===== src/sdram_refresh_timer.sv =====
`timescale 1ns/1ps
`default_nettype none

module sdram_refresh_timer #(
	parameter int init_cycles = 10000,
	parameter int refresh_interval = 390
) (
	input  logic sys_clk,
	input  logic rstn,
	input  logic refresh_ack,
	output logic pwr_up_done,
	output logic refresh_due
);

	localparam int pw = $clog2(init_cycles + 1);
	localparam int rw = $clog2(refresh_interval + 1);
	localparam logic [pw-1:0] pwr_max = pw'(init_cycles);
	// count 0 is the refresh cycle itself
	// so an idle engine refreshes every refresh_interval cycles
	localparam logic [rw-1:0] ref_max = rw'(refresh_interval - 1);

	logic [pw-1:0] pwr_cnt;
	logic [rw-1:0] ref_cnt;

	// power-up wait, stops at the limit
	always_ff @(posedge sys_clk or negedge rstn) begin
		if (!rstn) begin
			pwr_cnt <= '0;
		end else if (pwr_cnt != pwr_max) begin
			pwr_cnt <= pwr_cnt + 1'b1;
		end
	end

	assign pwr_up_done = (pwr_cnt == pwr_max);

	// refresh interval
	// runs from reset, so the first refresh can be due right after init
	always_ff @(posedge sys_clk or negedge rstn) begin
		if (!rstn) begin
			ref_cnt <= '0;
		end else if (refresh_ack) begin
			ref_cnt <= rw'(1);
		end else if (ref_cnt != ref_max) begin
			// hold at the limit until the engine gets to it
			ref_cnt <= ref_cnt + 1'b1;
		end
	end

	assign refresh_due = (ref_cnt == ref_max);

endmodule

`default_nettype wire


===== config.mk =====
export PLATFORM = sky130hd
export DESIGN_NAME = sdram_refresh_timer
export DESIGN_NICKNAME = d
export VERILOG_FILES = /design/src/sdram_refresh_timer.sv
export SDC_FILE = /design/constraint.sdc
export NUM_CORES = 1
export LEC_CHECK = 0
export ABC_AREA = 1
export BUFFER_PORTS_ARGS = -buffer_cell sky130_fd_sc_hd__buf_2
export CORE_MARGIN = 2
export CORE_UTILIZATION = 52
export DETAILED_ROUTE_END_ITERATION = 10
export GPL_TIMING_DRIVEN = 0
export HOLD_SLACK_MARGIN = 0.15
export PLACE_DENSITY = 0.75
export SLEW_MARGIN = 0
export SYNTH_ARGS = -nofsm -noshare
export SYNTH_HDL_FRONTEND = slang
export SYNTH_SLANG_ARGS = --single-unit

===== constraint.sdc =====
create_clock -name sys_clk -period 1.1 [get_ports sys_clk]
set_input_delay 0.055 -clock sys_clk [delete_from_list [all_inputs] [get_ports sys_clk]]
set_output_delay 0.055 -clock sys_clk [all_outputs]
set_load 0.01 [all_outputs]

==> flow_metrics.tcl <==
set metrics [dict create \
    status "complete, but fails checks" \
    violations "setup timing" \
    coreArea_mm2 0.00250 \
    crit_path_start_kind "register" \
    clk_path_buf_depth 2 \
    timing_hold_violations_final 0 \
    cts_buffers 3 \
    pin_count 5 \
    diodes 0 \
    synth_compound_area_frac 0.0279 \
    vias 1426 \
    synth-simple-area-share 0.393 \
    min_period_over_period 1.35 \
    drtPass1Iterations 4 \
    finalClockSkew_ps 3.70 \
    row_count 18 \
    antenna_left 0 \
    setup_violations 23 \
    met3WireLength_um 174 \
    synth_top_family_by_area "simple AND/OR/NAND/NOR gates" \
    synth_area_per_cell_um2 7.27 \
    finalMaxSlewViolations 0 \
    end_kind "output port" \
    setup_ws_ps -385 \
    critPathArrivalTime_ps 1430 \
    drc 0 \
    p_leak_nw 0.906 \
    die_area_mm2 0.00310 \
    ys.flop_type "dfrtp_1" \
    cts_tree "yes" \
    synthArstFlopShare 1.00 \
    synthMuxAreaShare 0 \
    die_x_um 55.7 \
    synth_edf_count 0 \
    dr_wl_met2_um 1960 \
    tns_ps -3770 \
    worstPathMaxFanout 2 \
    power_density_mw_per_mm2 775 \
    drive_gt1_frac 0.409 \
    highest_layer "met4" \
    worstPathCellList "inv_1, ha_2, nand2_2, nor2_4, nand2_2, inv_2, buf_6" \
    min_path_type "in2async" \
    grt_max_degree 24 \
    clock_sinks 23 \
    grt_pass1_wl_um 5620 \
    grt_antenna_before_repair 0 \
    dieHeight_um 55.7 \
    wl_per_cell_um 14.4 \
    drt_iter0_markers 77 \
    power_mw 1.51 \
    synth_cells 191 \
    met1_length_um 1470 \
    maxCapViolCount 0 \
    clk_pin_slew_ps 130 \
    portBuffers 4 \
    synthTopCellsByArea "dfrtp_1 (41%), nand2_1 (14%), nor2_1 (8.6%)" \
    yosysSeqAreaShare 0.414 \
    synth.most_common_cell "nand2_1" \
    hpwl_um 1960 \
    rsz0062_at_grt "true" \
    critical-path-top-cell-by-count "nand2_2" \
    synth_area_mm2 0.00139 \
    clk_latency_ps 320 \
    utilization 0.782 \
    vdd_drop_max_mv 0.757 \
    fin_area_mm2 0.00195 \
    grt-ovfl-total 0 \
    cp_slowest_stage_delay_ps 430 \
    nets 240 \
    vias_per_cell 5.44 \
    synthToLayoutAreaGrowth_pct 40.7 \
    ys_ff_latch 23 \
    cts_max_level 1 \
    synth_area_leader_cell "dfrtp_1" \
    grt_pass1_vias 1271 \
    synthesis.nets 198 \
    synth_xor_area_frac 0.0441 \
    synth-adder-area-share 0.0360 \
    routed_wl_um 3780 \
    crit_type "reg2out" \
    synth_top_area_frac 0.414 \
    ys_top_cells_by_count "nand2_1 (53), nor2_1 (32), inv_1 (30), dfrtp_1 (23), nand3_1 (19)" \
    cp_slowest_cell "dfrtp_1" \
    synth.distinct_cells 18 \
    grtUsageTotal 0.226 \
    fin_crit_ps 1480 \
    start_util 0.556 \
    worst_pin_slew_ps 505 \
    clock.fmax_mhz 674 \
    cp_data_required_time_ps 1040 \
    place_area_mm2 0.00145 \
    synth_warnings 0 \
    slew_headroom 0.664 \
    finalWeightedCongestion 0.874 \
    cts-root-buf "clkbuf_4" \
]
final timing paths:
check	start	to	slack (ps)	cells after the start
max in group asynchronous	rstn	pwr_cnt[11]	520	2
worst min-delay path	rstn	ref_cnt[1]	210	2
min in group sys_clk	pwr_cnt[8]	pwr_cnt[8]	510	1
worst max register to register	pwr_cnt[1]	pwr_cnt[0]	-260	11
worst max-delay path	ref_cnt[1]	refresh_due	-380	7
worst min register to register	pwr_cnt[8]	pwr_cnt[8]	510	1
sequential cells by signal, indices dropped and copies added (netlist names):
name / cells
pwr_cnt: 14
ref_cnt: 9
kinds of logic (layout without fill, tap and decap cells):
logic type,after synthesis,after routing
AOI/OAI and AO/OA,7,7
DFF,23,23
and+or+nand+nor,119,119
buffers and inverters,31,72
xor gates and xnor gates,7,7
adders and majority gates,4,4
critical path: cells and delay by family (launching register included):
kind | cells | cell delay (ps)
and+or+nand+nor | 3 | 310
adders and majority gates | 1 | 160
DFF | 1 | 430
buffers and inverters | 3 | 220
metal layers:
metal  GRT usage  vias to the layer above
li1            -                      672
met4      0.0557                        0
met1       0.280                      677
met3      0.0605                       21
met2       0.389                       56
met5           0                        -
cells in the final DEF (no fill, tap or decap), drive strengths merged:
cell type	instances
inv	30
o21ai	3
nor3	1
nor2	35
nand3b	1
dfrtp	23
xor2	4
nand3	20
nand2	56
nand4	6
a21oi	4
xnor2	3
clkinv	1
ha	4
dlygate4sd3	2
buf	36
clkbuf	3
report_power, final:
group / internal [mW] / switching, mW / total (mW)
Clock: 0.136 / 0.264 / 0.400
Combinational: 0.119 / 0.122 / 0.241
Sequential: 0.859 / 0.0132 / 0.873
layout make-up:
class	instances	area, um2
Clock buffer	3	22.5
Clock inverter	1	5.00
Fill cell	154	546
Inverter	30	113
Multi-Input combinational cell	137	883
Sequential cell	23	584
Tap cell	30	37.5
Timing Repair Buffer	38	309
what timing repair did:
action	in CTS	in global routing
setup endpoints to repair	22	22
pin swaps	14	23
hold endpoints to repair	30	0
hold buffers	2	0
setup buffers	22	17
resized for setup	34	27
through the flow:
step / std cells / worst slack, ps / hold slack, ps
global route: 262 / -493 / 231
global placement: 225 / -169 / 55.6
CTS: 248 / -339 / 233
finish: 262 / -385 / 212
floorplan: 191 / -71.2 / -241
detailed placement: 225 / -205 / 56.7
No activity file was read; power rests on OpenSTA's default activity.
