### src/sdram_addr_pkg.sv
`default_nettype none

package sdram_addr_pkg;

	// device geometry
	localparam int bank_w = 2;
	localparam int row_w = 12;
	localparam int col_w = 8;
	localparam int avl_addr_w = bank_w + row_w + col_w;

	// data path
	localparam int data_w = 16;
	localparam int be_w = data_w / 8;

	// word address split, bank on top
	typedef struct packed {
		logic [bank_w-1:0] bank;
		logic [row_w-1:0]  row;
		logic [col_w-1:0]  col;
	} sdram_addr_fields_t;

	// same word seen flat or split
	typedef union packed {
		sdram_addr_fields_t          fields;
		logic [avl_addr_w-1:0]       raw;
	} sdram_addr_u;

endpackage

`default_nettype wire

### src/sdram_req_if.sv
`timescale 1ns/1ps
`default_nettype none

interface sdram_req_if;

	// request side, held from capture until done
	logic                                wr_pend;
	logic                                rd_pend;
	sdram_addr_pkg::sdram_addr_u         addr;
	logic [sdram_addr_pkg::data_w-1:0]   wdata;
	logic [sdram_addr_pkg::be_w-1:0]     byte_en;

	// completion side
	// done is a single-cycle pulse
	logic                                done;
	logic [sdram_addr_pkg::data_w-1:0]   rdata;

	modport port (
		output wr_pend, rd_pend, addr, wdata, byte_en,
		input  done, rdata
	);

	modport engine (
		input  wr_pend, rd_pend, addr, wdata, byte_en,
		output done, rdata
	);

endinterface

`default_nettype wire

### src/avl_slave_port.sv
`timescale 1ns/1ps
`default_nettype none

module avl_slave_port (
	input  logic                                    sys_clk,
	input  logic                                    rstn,
	input  logic [sdram_addr_pkg::avl_addr_w-1:0]   avl_addr,
	input  logic [sdram_addr_pkg::be_w-1:0]         avl_byte_en,
	input  logic                                    avl_write,
	input  logic                                    avl_read,
	input  logic [sdram_addr_pkg::data_w-1:0]       avl_wrdata,
	output logic [sdram_addr_pkg::data_w-1:0]       avl_rddata,
	output logic                                    avl_waitrequest,
	sdram_req_if.port                               req
);

	logic busy;

	// one request at a time
	assign busy = req.wr_pend | req.rd_pend;

	// pending flags
	// write wins if a master wrongly raises both
	always_ff @(posedge sys_clk or negedge rstn) begin
		if (!rstn) begin
			req.wr_pend <= 1'b0;
			req.rd_pend <= 1'b0;
		end else if (req.done) begin
			// engine finished, free the slot
			req.wr_pend <= 1'b0;
			req.rd_pend <= 1'b0;
		end else if (!busy) begin
			req.wr_pend <= avl_write;
			req.rd_pend <= avl_read & ~avl_write;
		end
	end

	// request fields track the bus while free
	// frozen once a flag is up
	always_ff @(posedge sys_clk) begin
		if (!busy) begin
			req.addr.raw <= avl_addr;
			req.wdata <= avl_wrdata;
			req.byte_en <= avl_byte_en;
		end
	end

	// master is released only on the completion cycle
	assign avl_waitrequest = ~req.done;

	// engine already registers the read word
	assign avl_rddata = req.rdata;

endmodule

`default_nettype wire

### src/flat_wrapper.sv
// flat-port wrapper written by rule: the top's interface ports become plain ports
module avl_slave_port_flat 
  (sys_clk, rstn, avl_addr, avl_byte_en, avl_write, avl_read, avl_wrdata, avl_rddata, avl_waitrequest, req_wr_pend, req_rd_pend, req_addr, req_wdata, req_byte_en, req_done, req_rdata);
  sdram_req_if req_i ();
  input  logic sys_clk;
  input  logic rstn;
  input  logic [sdram_addr_pkg::avl_addr_w-1:0] avl_addr;
  input  logic [sdram_addr_pkg::be_w-1:0] avl_byte_en;
  input  logic avl_write;
  input  logic avl_read;
  input  logic [sdram_addr_pkg::data_w-1:0] avl_wrdata;
  output logic [sdram_addr_pkg::data_w-1:0] avl_rddata;
  output logic avl_waitrequest;
  output wire logic [$bits(req_i.wr_pend)-1:0] req_wr_pend;
  output wire logic [$bits(req_i.rd_pend)-1:0] req_rd_pend;
  output wire logic [$bits(req_i.addr)-1:0] req_addr;
  output wire logic [$bits(req_i.wdata)-1:0] req_wdata;
  output wire logic [$bits(req_i.byte_en)-1:0] req_byte_en;
  input wire logic [$bits(req_i.done)-1:0] req_done;
  input wire logic [$bits(req_i.rdata)-1:0] req_rdata;
  assign req_wr_pend = req_i.wr_pend;
  assign req_rd_pend = req_i.rd_pend;
  assign req_addr = req_i.addr;
  assign req_wdata = req_i.wdata;
  assign req_byte_en = req_i.byte_en;
  assign req_i.done = req_done;
  assign req_i.rdata = req_rdata;
  avl_slave_port u_core (.sys_clk(sys_clk), .rstn(rstn), .avl_addr(avl_addr), .avl_byte_en(avl_byte_en), .avl_write(avl_write), .avl_read(avl_read), .avl_wrdata(avl_wrdata), .avl_rddata(avl_rddata), .avl_waitrequest(avl_waitrequest), .req(req_i));
endmodule
### config.mk
export PLATFORM = sky130hd
export DESIGN_NAME = avl_slave_port_flat
export DESIGN_NICKNAME = d
export VERILOG_FILES = /design/src/sdram_addr_pkg.sv /design/src/sdram_req_if.sv /design/src/avl_slave_port.sv /design/src/flat_wrapper.sv
export SDC_FILE = /design/constraint.sdc
export NUM_CORES = 1
export LEC_CHECK = 0
export BUFFER_PORTS_ARGS = -buffer_cell sky130_fd_sc_hd__clkbuf_2
export CORE_MARGIN = 3
export CORE_UTILIZATION = 37
export CTS_CLUSTER_DIAMETER = 120
export DETAILED_ROUTE_END_ITERATION = 8
export GPL_ROUTABILITY_DRIVEN = 0
export HOLD_SLACK_MARGIN = 0.1
export PLACE_DENSITY = 0.79
export SLEW_MARGIN = 20
export SYNTH_ARGS = -nofsm -noshare
export SYNTH_HDL_FRONTEND = slang
export SYNTH_SLANG_ARGS = --single-unit
export TNS_END_PERCENT = 1
### constraint.sdc
create_clock -name sys_clk -period 2.8 [get_ports sys_clk]
set_input_delay 0.28 -clock sys_clk [delete_from_list [all_inputs] [get_ports sys_clk]]
set_output_delay 0.28 -clock sys_clk [all_outputs]
set_load 0.1 [all_outputs]
==> key figures, run 1 <==
Floorplanning
  – Die area: 4600 sq um
  – I/O pin count: between 100 and 150
  – Std-Cell Rows: 21
  – Core Area: 3490 sq um
  – Die Y: between 60 and 70 microns
  – Die W: 67.8 microns
  – Starting Density: 0.404

Timing
  – Pin slew with the least headroom to its limit: 554 ps
  – Final WS setup: ~1200 ps
  – Slew headroom: 0.632
  – Final Hold Fails: 0
  – Period utilization: 0.571
  – Final setup TNS: 0 ps
  – Unrepaired setup endpoints after global routing: false
  – Final Skew: 7.26 ps
  – Slew Limit Fails: 0
  – FMAX: 625 MHz
  – Final setup fails: 0
  – Period minus WS final: 1600 ps

GRT
  – First-pass GRT wire length: 3770 microns
  – Total grt overflow: 0
  – Vias in the first global route: 852
  – Global Route Usage Sum: 0.124
  – Initial antenna violation count: 0
  – Pin count of the biggest net entering global routing: 23

Drt
  – WL per Instance: roughly 14 microns
  – Iteration-0 DRC Markers: 24
  – ANT nets after route: 0
  – DRC violations left: 0
  – First-pass iteration count of the detailed router: 4
  – Via/cell ratio: about 4.3
  – DR vias: a little over 800
  – Final wirelength: 2660 microns

Clocking
  – CTS tree: yes
  – Reg clk slew, reported paths: 70 ps
  – Setup bufs post-CTS: 0
  – Num CTS Buffers: 5
  – Max clock buf depth: 2
  – Clk_lat worst skew: between 200 and 300 ps
  – H-Tree Depth: 2
  – Post-cts resize count: 0
  – Root buf cell: clkbuf_8
  – Hold buffers post-CTS: 1
  – CTS sink count: 42

Critical path
  – Reg-to-reg endpoint: u_core.req.wdata[11]$_DFFE_PN_
  – CP Data Arrival Time: about 1600 ps
  – R2R setup slack: between 1000 and 1500 ps
  – FF-to-FF path depth: 2
  – Worst EP required: 2770 ps
  – CP startpoint kind: flip-flop
  – Crit path max fanout: 22
  – Setup crit end kind: flip-flop
  – Worst r2r src: u_core.req.rd_pend$_DFFE_PN0P_
  – Setup CP Type: flip-flop to flip-flop

Yosys
  – Most frequent cell after synthesis: edfxtp_1
  – Mapped Area: approximately 1400 sq um
  – Fraction of registers with async set/reset: 0.0476
  – Sequential element share of the synthesized area: 0.886
  – Avg Inst Size Synth: around 22 sq um
  – Post-synth cell types: 8
  – Syn nets: 125
  – Yosys Warn Count: 0
  – Synth Register Bits: 42
  – Share of the synthesized area in the top cell type: 0.850
  – Ys flop type: edfxtp_1
  – Area contributors post-synth: edfxtp_1 (85%), buf_4 (8.5%), dfrtp_1 (3.5%)
  – Synth top cells by count: edfxtp_1 (40), buf_4 (16), dfrtp_1 (2), o21a_1 (2)
  – Synth area leader: edfxtp_1
  – Syn Inst Count: between 60 and 70
  – Post-synth EDFFs: 40

Layout
  – Nets: 205
  – Fill cells: 295
  – Fin cells: 191
  – Antenna cells: 0
  – Layout area overhead: 36.4%
  – Layout cells sized above 1: 0.669
  – Final Core Density: 0.551

Place
  – Dpl ws: 1180 ps
  – Port bufs: 87
  – DP HPWL: 2110 microns
  – Cell count after placement: 182

Pwr
  – Peak VDD IR: between 0.4 and 0.5 mV
  – Leakage power: 0.873 nW
  – Cell Pwr Density: 919 nW/um^2

Status
  – Outcome: finished clean

Min path
  – Worst hold path class: primary input to flip-flop
  – Worst hold endpoint: u_core.req.wdata[0]$_DFFE_PN_
  – Hold depth: 1
  – Hold_sp: avl_wrdata[0]

Job
  – MaxCap Viol Count: 0
-- cells by family after synthesis --
kind of cell / count (synthesis) / share of synthesized area
AO/OA/AOI/OAI: 2 / 0.0106
buffers and inverters: 17 / 0.0877
flip-flops: 42 / 0.886
AND/OR/NAND/NOR: 3 / 0.0159
-- state kept, by name (all words and copies together) (netlist names) --
register,cells
u_core.req.rd_pend,1
u_core.req.addr,22
u_core.req.wdata,16
u_core.req.wr_pend,1
u_core.req.byte_en,2
-- final cells by class --
cell class	instances	area, sq um	share of cell area
Clock buffer	7	86.3	0.0448
Clock inverter	1	30.0	0.0156
Inverter	1	3.75	0.00195
Multi-Input combinational cell	5	45.0	0.0234
Sequential cell	42	1250	0.649
Tap cell	46	57.6	0.0299
Timing Repair Buffer	89	453	0.235
-- report_power, final --
| group | switching, W | internal (W) | total (W) |
|---|---|---|---|
| clock | 0.000190 | 0.000290 | 0.000480 |
| sequential | 0.0000166 | 0.000757 | 0.000774 |
| combinational | 0.000455 | 0.0000611 | 0.000516 |
-- metal layers --
layer / share of wire / global-route usage / vias up
met5: 0 / 0 / -
met4: 0.026 / 0.0720 / 0
met3: 0.16 / 0.0849 / 13
met2: 0.50 / 0.199 / 66
met1: 0.31 / 0.115 / 362
li1: - / - / 378
-- how the worst max path moves through the flow --
stage	from	to	slack [ps]	depth (start not counted)
final	u_core.req.rd_pend$_DFFE_PN0P_	u_core.req.wdata[11]$_DFFE_PN_	1200	2
after global routing	u_core.req.rd_pend$_DFFE_PN0P_	u_core.req.wdata[15]$_DFFE_PN_	1080	2
after CTS	u_core.req.rd_pend$_DFFE_PN0P_	u_core.req.wdata[14]$_DFFE_PN_	1170	2
after detailed placement	u_core.req.rd_pend$_DFFE_PN0P_	u_core.req.wdata[11]$_DFFE_PN_	1180	2
after global placement	u_core.req.rd_pend$_DFFE_PN0P_	u_core.req.addr[16]$_DFFE_PN_	1260	2
after floorplan	u_core.req.rd_pend$_DFFE_PN0P_	u_core.req.addr[0]$_DFFE_PN_	410	1
-- critical path: stages, from the launching register on --
cell     delay, ps
dfrtp_1        440
nor2_4         450
buf_4          380
-- per-stage QoR --
step                power [W]  instance area [sq um]  hold WS (ps)
floorplan             0.00132                   1420         -15.6
global placement      0.00130                   1800          65.1
detailed placement    0.00131                   1800          66.9
CTS                   0.00180                   1930           146
global route          0.00184                   1930           135
finish                0.00177                   1930           161
-- placed cells by master (no fill, tap or decap) --
| cell type | n |
|---|---|
| nor2_4 | 1 |
| clkbuf_8 | 6 |
| dlygate4sd3_1 | 1 |
| edfxtp_1 | 40 |
| bufinv_16 | 1 |
| clkbuf_1 | 1 |
| inv_1 | 1 |
| nor3b_2 | 1 |
| nor2b_1 | 1 |
| dfrtp_1 | 2 |
| o21a_1 | 2 |
| buf_4 | 1 |
| clkbuf_2 | 87 |
(Power assumes the default switching activity.)
==> run 2: changes to the inputs <==
- clock period: 2.8 -> 1.6 ns (I/O delays scaled with it)
==> run 2 against run 1 <==
  * Non-clock buffer count up 40
  * Flip-flop and latch count unchanged
  * Die area is the same
  * Largest cell class unchanged
  * Combinational power up 94%
  * Clock-buffer cell count is 1 lower
  * Sequential share of layout area fell by 11 points
  * Worst hold slack got worse by 35 ps
  * Critical path depth decreased by 1
  * Cell count grew 21%
  * Sequential power rose by 76%
==> key figures, run 2 (synthesized netlist as in run 1, its figures left out) <==
Timing
  – Final Hold Fails: 0 (unchanged)
  – Final setup fails: 0 (unchanged)
  – FMAX: ~730 MHz
  – Unrepaired setup endpoints after global routing: false
  – Period utilization: 0.853
  – Final Skew: 13.7 ps (+6.45 ps)
  – Final setup TNS: 0 ps (unchanged)
  – Slew headroom: 0.619 (-0.0129)
  – Final WS setup: 236 ps (-965 ps)
  – Slew Limit Fails: 0 (unchanged)
  – Period minus WS final: 1360 ps
  – Pin slew with the least headroom to its limit: 573 ps (+19.5 ps)

Layout
  – Most frequent cells in the layout: clkbuf_2 (87), dlygate4sd3_1 (41), edfxtp_1 (40)
  – Max FFs per register: 22 (unchanged)
  – Layout area overhead: 65.3%
  – Post-route cell area: 2330 sq um (+21%)
  – Layout cells sized above 1: 0.530 (-0.139)
  – Regs by FF count: u_core.req.addr (22), u_core.req.wdata (16), u_core.req.byte_en (2)
  – Nets: 245 (+20%)
  – Antenna cells: 0 (unchanged)
  – Commonest non-fill, non-tap cell in the layout: clkbuf_2
  – Most flops, register: u_core.req.addr

Place
  – Port bufs: 87 (unchanged)
  – Dpl ws: 417 ps (-761 ps)
  – Placement Cell Area: 1820 sq um (+0.97%)

Job
  – MaxCap Viol Count: 0 (unchanged)

Floorplanning
  – Die area: 4600 sq um (unchanged)
  – Die Y: 67.8 microns (unchanged)
  – I/O pin count: 120 (unchanged)
  – Starting Density: 0.404 (unchanged)
  – Core Area: 3490 sq um (unchanged)
  – Std-Cell Rows: 21 (unchanged)
  – Die W: 67.8 microns (unchanged)

Clocking
  – Root buf cell: clkbuf_8
  – Max clock buf depth: 2 (unchanged)
  – CTS sink count: 42 (unchanged)
  – Clk_lat worst skew: 290 ps (about the same)
  – CTS tree: yes
  – H-Tree Depth: 2 (unchanged)
  – Hold buffers post-CTS: 41 (+40)
  – Post-cts resize count: 0 (unchanged)
  – Setup bufs post-CTS: 0 (unchanged)
  – Reg clk slew, reported paths: 80 ps (about the same)
  – Num CTS Buffers: 5 (unchanged)

Critical path
  – CP Buf/Inv Count: 1 (unchanged)
  – Cell family with most CP delay: buffers and inverters
  – Setup crit end kind: primary output
  – Slowest-stage cell, CP: clkbuf_2
  – Max incr delay on CP: 460 ps (about the same)
  – Worst EP required: 1440 ps (-1330 ps)
  – CP startpoint kind: flip-flop
  – CP Data Arrival Time: 1200 ps (-370 ps)
  – Cell Chain, Critical Path: clkbuf_2
  – Crit path max fanout: 4 (-82%)
  – Setup CP Type: flip-flop to primary output

GRT
  – Initial antenna violation count: 0 (unchanged)
  – Vias in the first global route: 1071 (+26%)
  – Pin count of the biggest net entering global routing: 41 (+78%)
  – First-pass GRT wire length: 5100 microns (+35%)
  – Total grt overflow: 0 (unchanged)
  – Global Route Usage Sum: 0.161 (+0.0375)

Drt
  – Iteration-0 DRC Markers: 62 (+160%)
  – WL per Instance: 15.2 microns (+9.3%)
  – Final wirelength: 3520 microns (+32%)
  – Via/cell ratio: 4.28 (-0.15%)
  – DR vias: 989 (+21%)
  – First-pass iteration count of the detailed router: 4 (unchanged)
  – ANT nets after route: 0 (unchanged)
  – DRC violations left: 0 (unchanged)

Min path
  – Worst hold path class: primary input to flip-flop

Pwr
  – Cell Pwr Density: 1350 nW/um^2 (+47%)
  – Peak VDD IR: 0.694 mV (+40%)
  – Leakage power: 1.04 nW (+19%)

Status
  – Outcome: finished clean
-- run 2: cell types whose count changed in the layout (fill, tap and decap cells not counted), sizes merged --
cell / previous run / this run
clkbuf: 94 / 93
clkinv: 0 / 1
dlygate4sd3: 1 / 41
-- run 2: cell type report --
cell class,count,area (sq um)
sequential,42,1260
multi-input combinational,5,45.0
timing repair buffer,129,866
tap,46,57.6
clock inverter,2,33.8
fill,257,1160
clock buffer,6,72.6
inverter,1,3.75
-- run 2: power by group --
group	switching (W)	internal (W)	total (W)	leakage (nW)
Sequential	0.0000327	0.00133	0.00136	0.421
Clock	0.000330	0.000461	0.000791	0.0528
Combinational	0.000822	0.000178	0.00100	0.562
-- run 2: final timing paths --
kind,from,to,slack (ps),cells after the start
max in group asynchronous,rstn,u_core.req.wr_pend$_DFFE_PN0P_,1300,2
min in group asynchronous,rstn,u_core.req.wr_pend$_DFFE_PN0P_,190,2
worst min-delay path,req_done,u_core.req.wr_pend$_DFFE_PN0P_,130,3
worst min register to register,u_core.req.rd_pend$_DFFE_PN0P_,u_core.req.rd_pend$_DFFE_PN0P_,590,1
worst max register to register,u_core.req.wr_pend$_DFFE_PN0P_,u_core.req.addr[16]$_DFFE_PN_,390,2
worst max-delay path,u_core.req.wr_pend$_DFFE_PN0P_,req_wr_pend,240,1
-- run 2: per-layer routing --
layer	GRT usage	wire length, microns
met1	0.140	995
met2	0.323	2210
met3	0.0433	222
met4	0.0868	87
met5	0	0
-- run 2: worst register-to-register path, delay by kind of cell, from the launching register on --
| family | cells | cell delay (ps) |
|---|---|---|
| buffers and inverters | 1 | 230 |
| and+or+nand+nor | 1 | 130 |
| DFF | 1 | 510 |
-- run 2: through the flow --
stage / utilization / hold WS (ps) / std cells / power, W
finish: 0.668 / 126 / 231 / 0.00315
floorplan: - / -136 / 64 / 0.00232
detailed placement: 0.520 / -51.4 / 182 / 0.00230
global route: 0.668 / 120 / 231 / 0.00326
global placement: 0.520 / -55.7 / 182 / 0.00229
CTS: 0.668 / 123 / 231 / 0.00316
==> run 3: changes to the inputs <==
- ABC_AREA: unset -> 1
- CAP_MARGIN: unset -> 0
- CORE_UTILIZATION: 37 -> 39
- CTS_BUF_LIST: unset -> sky130_fd_sc_hd__clkbuf_2 sky130_fd_sc_hd__clkbuf_4 sky130_fd_sc_hd__clkbuf_8
- PLACE_DENSITY: 0.79 -> 0.83
==> run 3 against run 2 <==
  * Flip-flop and latch count unchanged
  * Utilization increased by 1.3 points
  * Clock skew decreased by 8.7 ps
  * Largest cell class unchanged
  * Die area decreased by 4.8%
  * Routed wire length decreased by 6.1%
  * Sequential share of layout area increased by 0.31 points
  * Cell count increased by 3.5%
  * Total power decreased by 10%
  * Critical path type is now primary input to primary output
  * Non-clock buffer count increased by 6
  * Clock power decreased by 36%
  * Worst hold slack improved by 190 ps
  * Sequential power about the same
==> key figures, run 3 <==
Timing
  – Slew Limit Fails: 0 (unchanged)
  – Final Hold Fails: 0 (unchanged)
  – Slew headroom: 0.627 (+0.00769)
  – WHS: 320 ps (+194 ps)
  – Pin slew with the least headroom to its limit: 562 ps (-11.6 ps)
  – Unrepaired setup endpoints after global routing: false
  – FMAX: 658 MHz (-10%)
  – Final Skew: 5.04 ps (-8.67 ps)
  – Period minus WS final: 1520 ps (+156 ps)
  – Period utilization: 0.950 (+0.0974)
  – Final WS setup: 79.7 ps (-156 ps)
  – Final setup fails: 0 (unchanged)

Critical path
  – CP Data Arrival Time: 1360 ps (+160 ps)
  – Cell family with most CP delay: buffers and inverters
  – CP startpoint kind: primary input
  – Reg-to-reg endpoint: u_core.req.rd_pend$_DFFE_PN0P_
  – Max incr delay on CP: 540 ps (+80 ps)
  – Setup CP Type: primary input to primary output
  – Worst r2r src: u_core.req.rd_pend$_DFFE_PN0P_
  – FF-to-FF path depth: 5 (+3)
  – R2R setup slack: 180 ps (-210 ps)
  – Cell Chain, Critical Path: dlygate4sd3_1 -> clkbuf_2 -> inv_1 -> clkbuf_2
  – Crit path max fanout: 2 (-2)
  – CP Buf/Inv Count: 4 (+3)
  – Setup crit end kind: primary output
  – Most numerous cell on the critical path: clkbuf_2
  – Worst EP required: 1440 ps (about the same)
  – Slowest-stage cell, CP: dlygate4sd3_1

GRT
  – Global Route Usage Sum: 0.163 (+0.00187)
  – Pin count of the biggest net entering global routing: 27 (-34%)
  – Total grt overflow: 0 (unchanged)
  – Vias in the first global route: 1105 (+3.2%)
  – First-pass GRT wire length: 5030 microns (-1.4%)
  – Initial antenna violation count: 0 (unchanged)

Yosys
  – Avg Inst Size Synth: 21.0 sq um (-4.6%)
  – Sequential element share of the synthesized area: 0.887 (+0.00157)
  – Synth area leader: edfxtp_1
  – Synth top cells by count: edfxtp_1 (40), buf_4 (16), inv_1 (3)
  – Ys flop type: edfxtp_1
  – Yosys Warn Count: 0 (unchanged)
  – Mapped Area: 1410 sq um (-0.18%)
  – Synth Register Bits: 42 (unchanged)
  – Share of the synthesized area in the top cell type: 0.852 (+0.00151)
  – Syn nets: 128 (+2.4%)
  – Post-synth EDFFs: 40 (unchanged)
  – Post-synth cell types: 8 (unchanged)
  – Syn Inst Count: 67 (+4.7%)
  – Fraction of registers with async set/reset: 0.0476 (unchanged)
  – Area contributors post-synth: edfxtp_1 (85%), buf_4 (8.5%), dfrtp_1 (3.5%)
  – Most frequent cell after synthesis: edfxtp_1

Layout
  – Antenna cells: 0 (unchanged)
  – Layout area overhead: 65.0%
  – Fill cells: 244 (-5.1%)
  – Layout cells sized above 1: 0.518 (-0.0116)
  – Commonest non-fill, non-tap cell in the layout: clkbuf_2
  – Most frequent cells in the layout: clkbuf_2 (87), dlygate4sd3_1 (46), edfxtp_1 (40)
  – Register area: 1260 sq um (+0.20%)
  – Most flops, register: u_core.req.addr
  – Multi-input logic area: 35.0 sq um (-22%)
  – Nets: 254 (+3.7%)
  – Max FFs per register: 22 (unchanged)
  – Regs by FF count: u_core.req.addr (22), u_core.req.wdata (16), u_core.req.byte_en (2)

Drt
  – WL met1: 1130 microns (+14%)
  – WL per Instance: 13.8 microns (-9.2%)
  – First-pass iteration count of the detailed router: 4 (unchanged)
  – Via/cell ratio: 4.25 (-0.71%)
  – DR vias: 1016 (+2.7%)
  – ANT nets after route: 0 (unchanged)
  – Final wirelength: 3310 microns (-6.1%)
  – Length of routed met3 wiring: 414 microns (+86%)
  – Highest Signal Layer: met4
  – DRC violations left: 0 (unchanged)
  – Met2 routed WL: 1690 microns (-24%)
  – Iteration-0 DRC Markers: 77 (+24%)

Min path
  – Hold depth: 0 (-3)
  – Hold_sp: req_rdata[12]
  – Worst hold path class: primary input to primary output
  – Worst hold endpoint: avl_rddata[12]

Floorplanning
  – Die Y: 66.1 microns (-2.4%)
  – Starting Density: 0.413 (+0.00860)
  – I/O pin count: 120 (unchanged)
  – Core Area: 3420 sq um (-2.3%)
  – Die W: 66.1 microns (-2.4%)
  – Std-Cell Rows: 21 (unchanged)
  – Die area: 4370 sq um (-4.8%)

Place
  – Dpl ws: 319 ps (-98.3 ps)
  – Port bufs: 87 (unchanged)
  – DP HPWL: 2030 microns

Clocking
  – Root buf cell: clkbuf_4
  – CTS tree: yes
  – H-Tree Depth: 2 (unchanged)
  – Num CTS Buffers: 5 (unchanged)
  – Clk_lat worst skew: 340 ps (+50 ps)
  – CTS sink count: 42 (unchanged)
  – Max clock buf depth: 2 (unchanged)
  – Post-cts resize count: 0 (unchanged)

Pwr
  – Peak VDD IR: 0.837 mV (+21%)
  – Cell Pwr Density: 1220 nW/um^2 (-9.8%)
  – Leakage power: 1.04 nW (+0.83%)

Status
  – Outcome: finished clean

Job
  – MaxCap Viol Count: 0 (unchanged)
run 3: worst max path at each step:
stage / startpoint / endpoint / cells past startpoint
floorplan: u_core.req.wr_pend$_DFFE_PN0P_ / u_core.req.addr[0]$_DFFE_PN_ / 1
global placement: u_core.req.wr_pend$_DFFE_PN0P_ / u_core.req.addr[18]$_DFFE_PN_ / 2
global route: req_done / avl_waitrequest / 4
detailed placement: u_core.req.wr_pend$_DFFE_PN0P_ / u_core.req.addr[18]$_DFFE_PN_ / 2
CTS: req_done / avl_waitrequest / 4
finish: req_done / avl_waitrequest / 4
run 3: final cells by class:
| class | instances | area share |
|---|---|---|
| Clock buffer | 7 | 0.0226 |
| Sequential cell | 42 | 0.541 |
| Multi-Input combinational cell | 6 | 0.0151 |
| Timing Repair Buffer | 135 | 0.392 |
| Inverter | 3 | 0.00484 |
| Tap cell | 46 | 0.0247 |
run 3: report_power, final:
| part | internal, W | leakage (nW) | total, W | switching, W |
|---|---|---|---|---|
| combinational | 0.000179 | 0.591 | 0.000975 | 0.000795 |
| clock | 0.000200 | 0.0322 | 0.000504 | 0.000304 |
| sequential | 0.00132 | 0.422 | 0.00135 | 0.0000303 |
run 3: kinds of logic (layout without fill, tap and decap cells):
| kind of cell | after synthesis | in the layout | synth area share |
|---|---|---|---|
| AND/OR/NAND/NOR | 4 | 4 | 0.0124 |
| AO/OA/AOI/OAI | 2 | 2 | 0.00710 |
| flip-flops | 42 | 42 | 0.887 |
| buffers and inverters | 19 | 145 | 0.0932 |
run 3: layer usage:
layer  global-route usage  vias up
li1                     -      478
met1                0.156      464
met2                0.279       66
met3               0.0935        8
met4               0.0761        0
met5                    0        -
run 3: repair_timing:
action / CTS / global route
buffers inserted: 0 / 0
hold buffers: 46 / 0
hold endpoints to repair: 44 / 0
run 3: through the flow:
stage	TNS [ps]	util	total power, W	std cells	area, sq um
floorplan	-3540	-	0.00229	67	1430
global placement	0	0.531	0.00225	186	1810
detailed placement	0	0.531	0.00226	186	1810
CTS	0	0.681	0.00285	239	2330
global route	0	0.681	0.00293	239	2330
finish	0	0.681	0.00283	239	2330
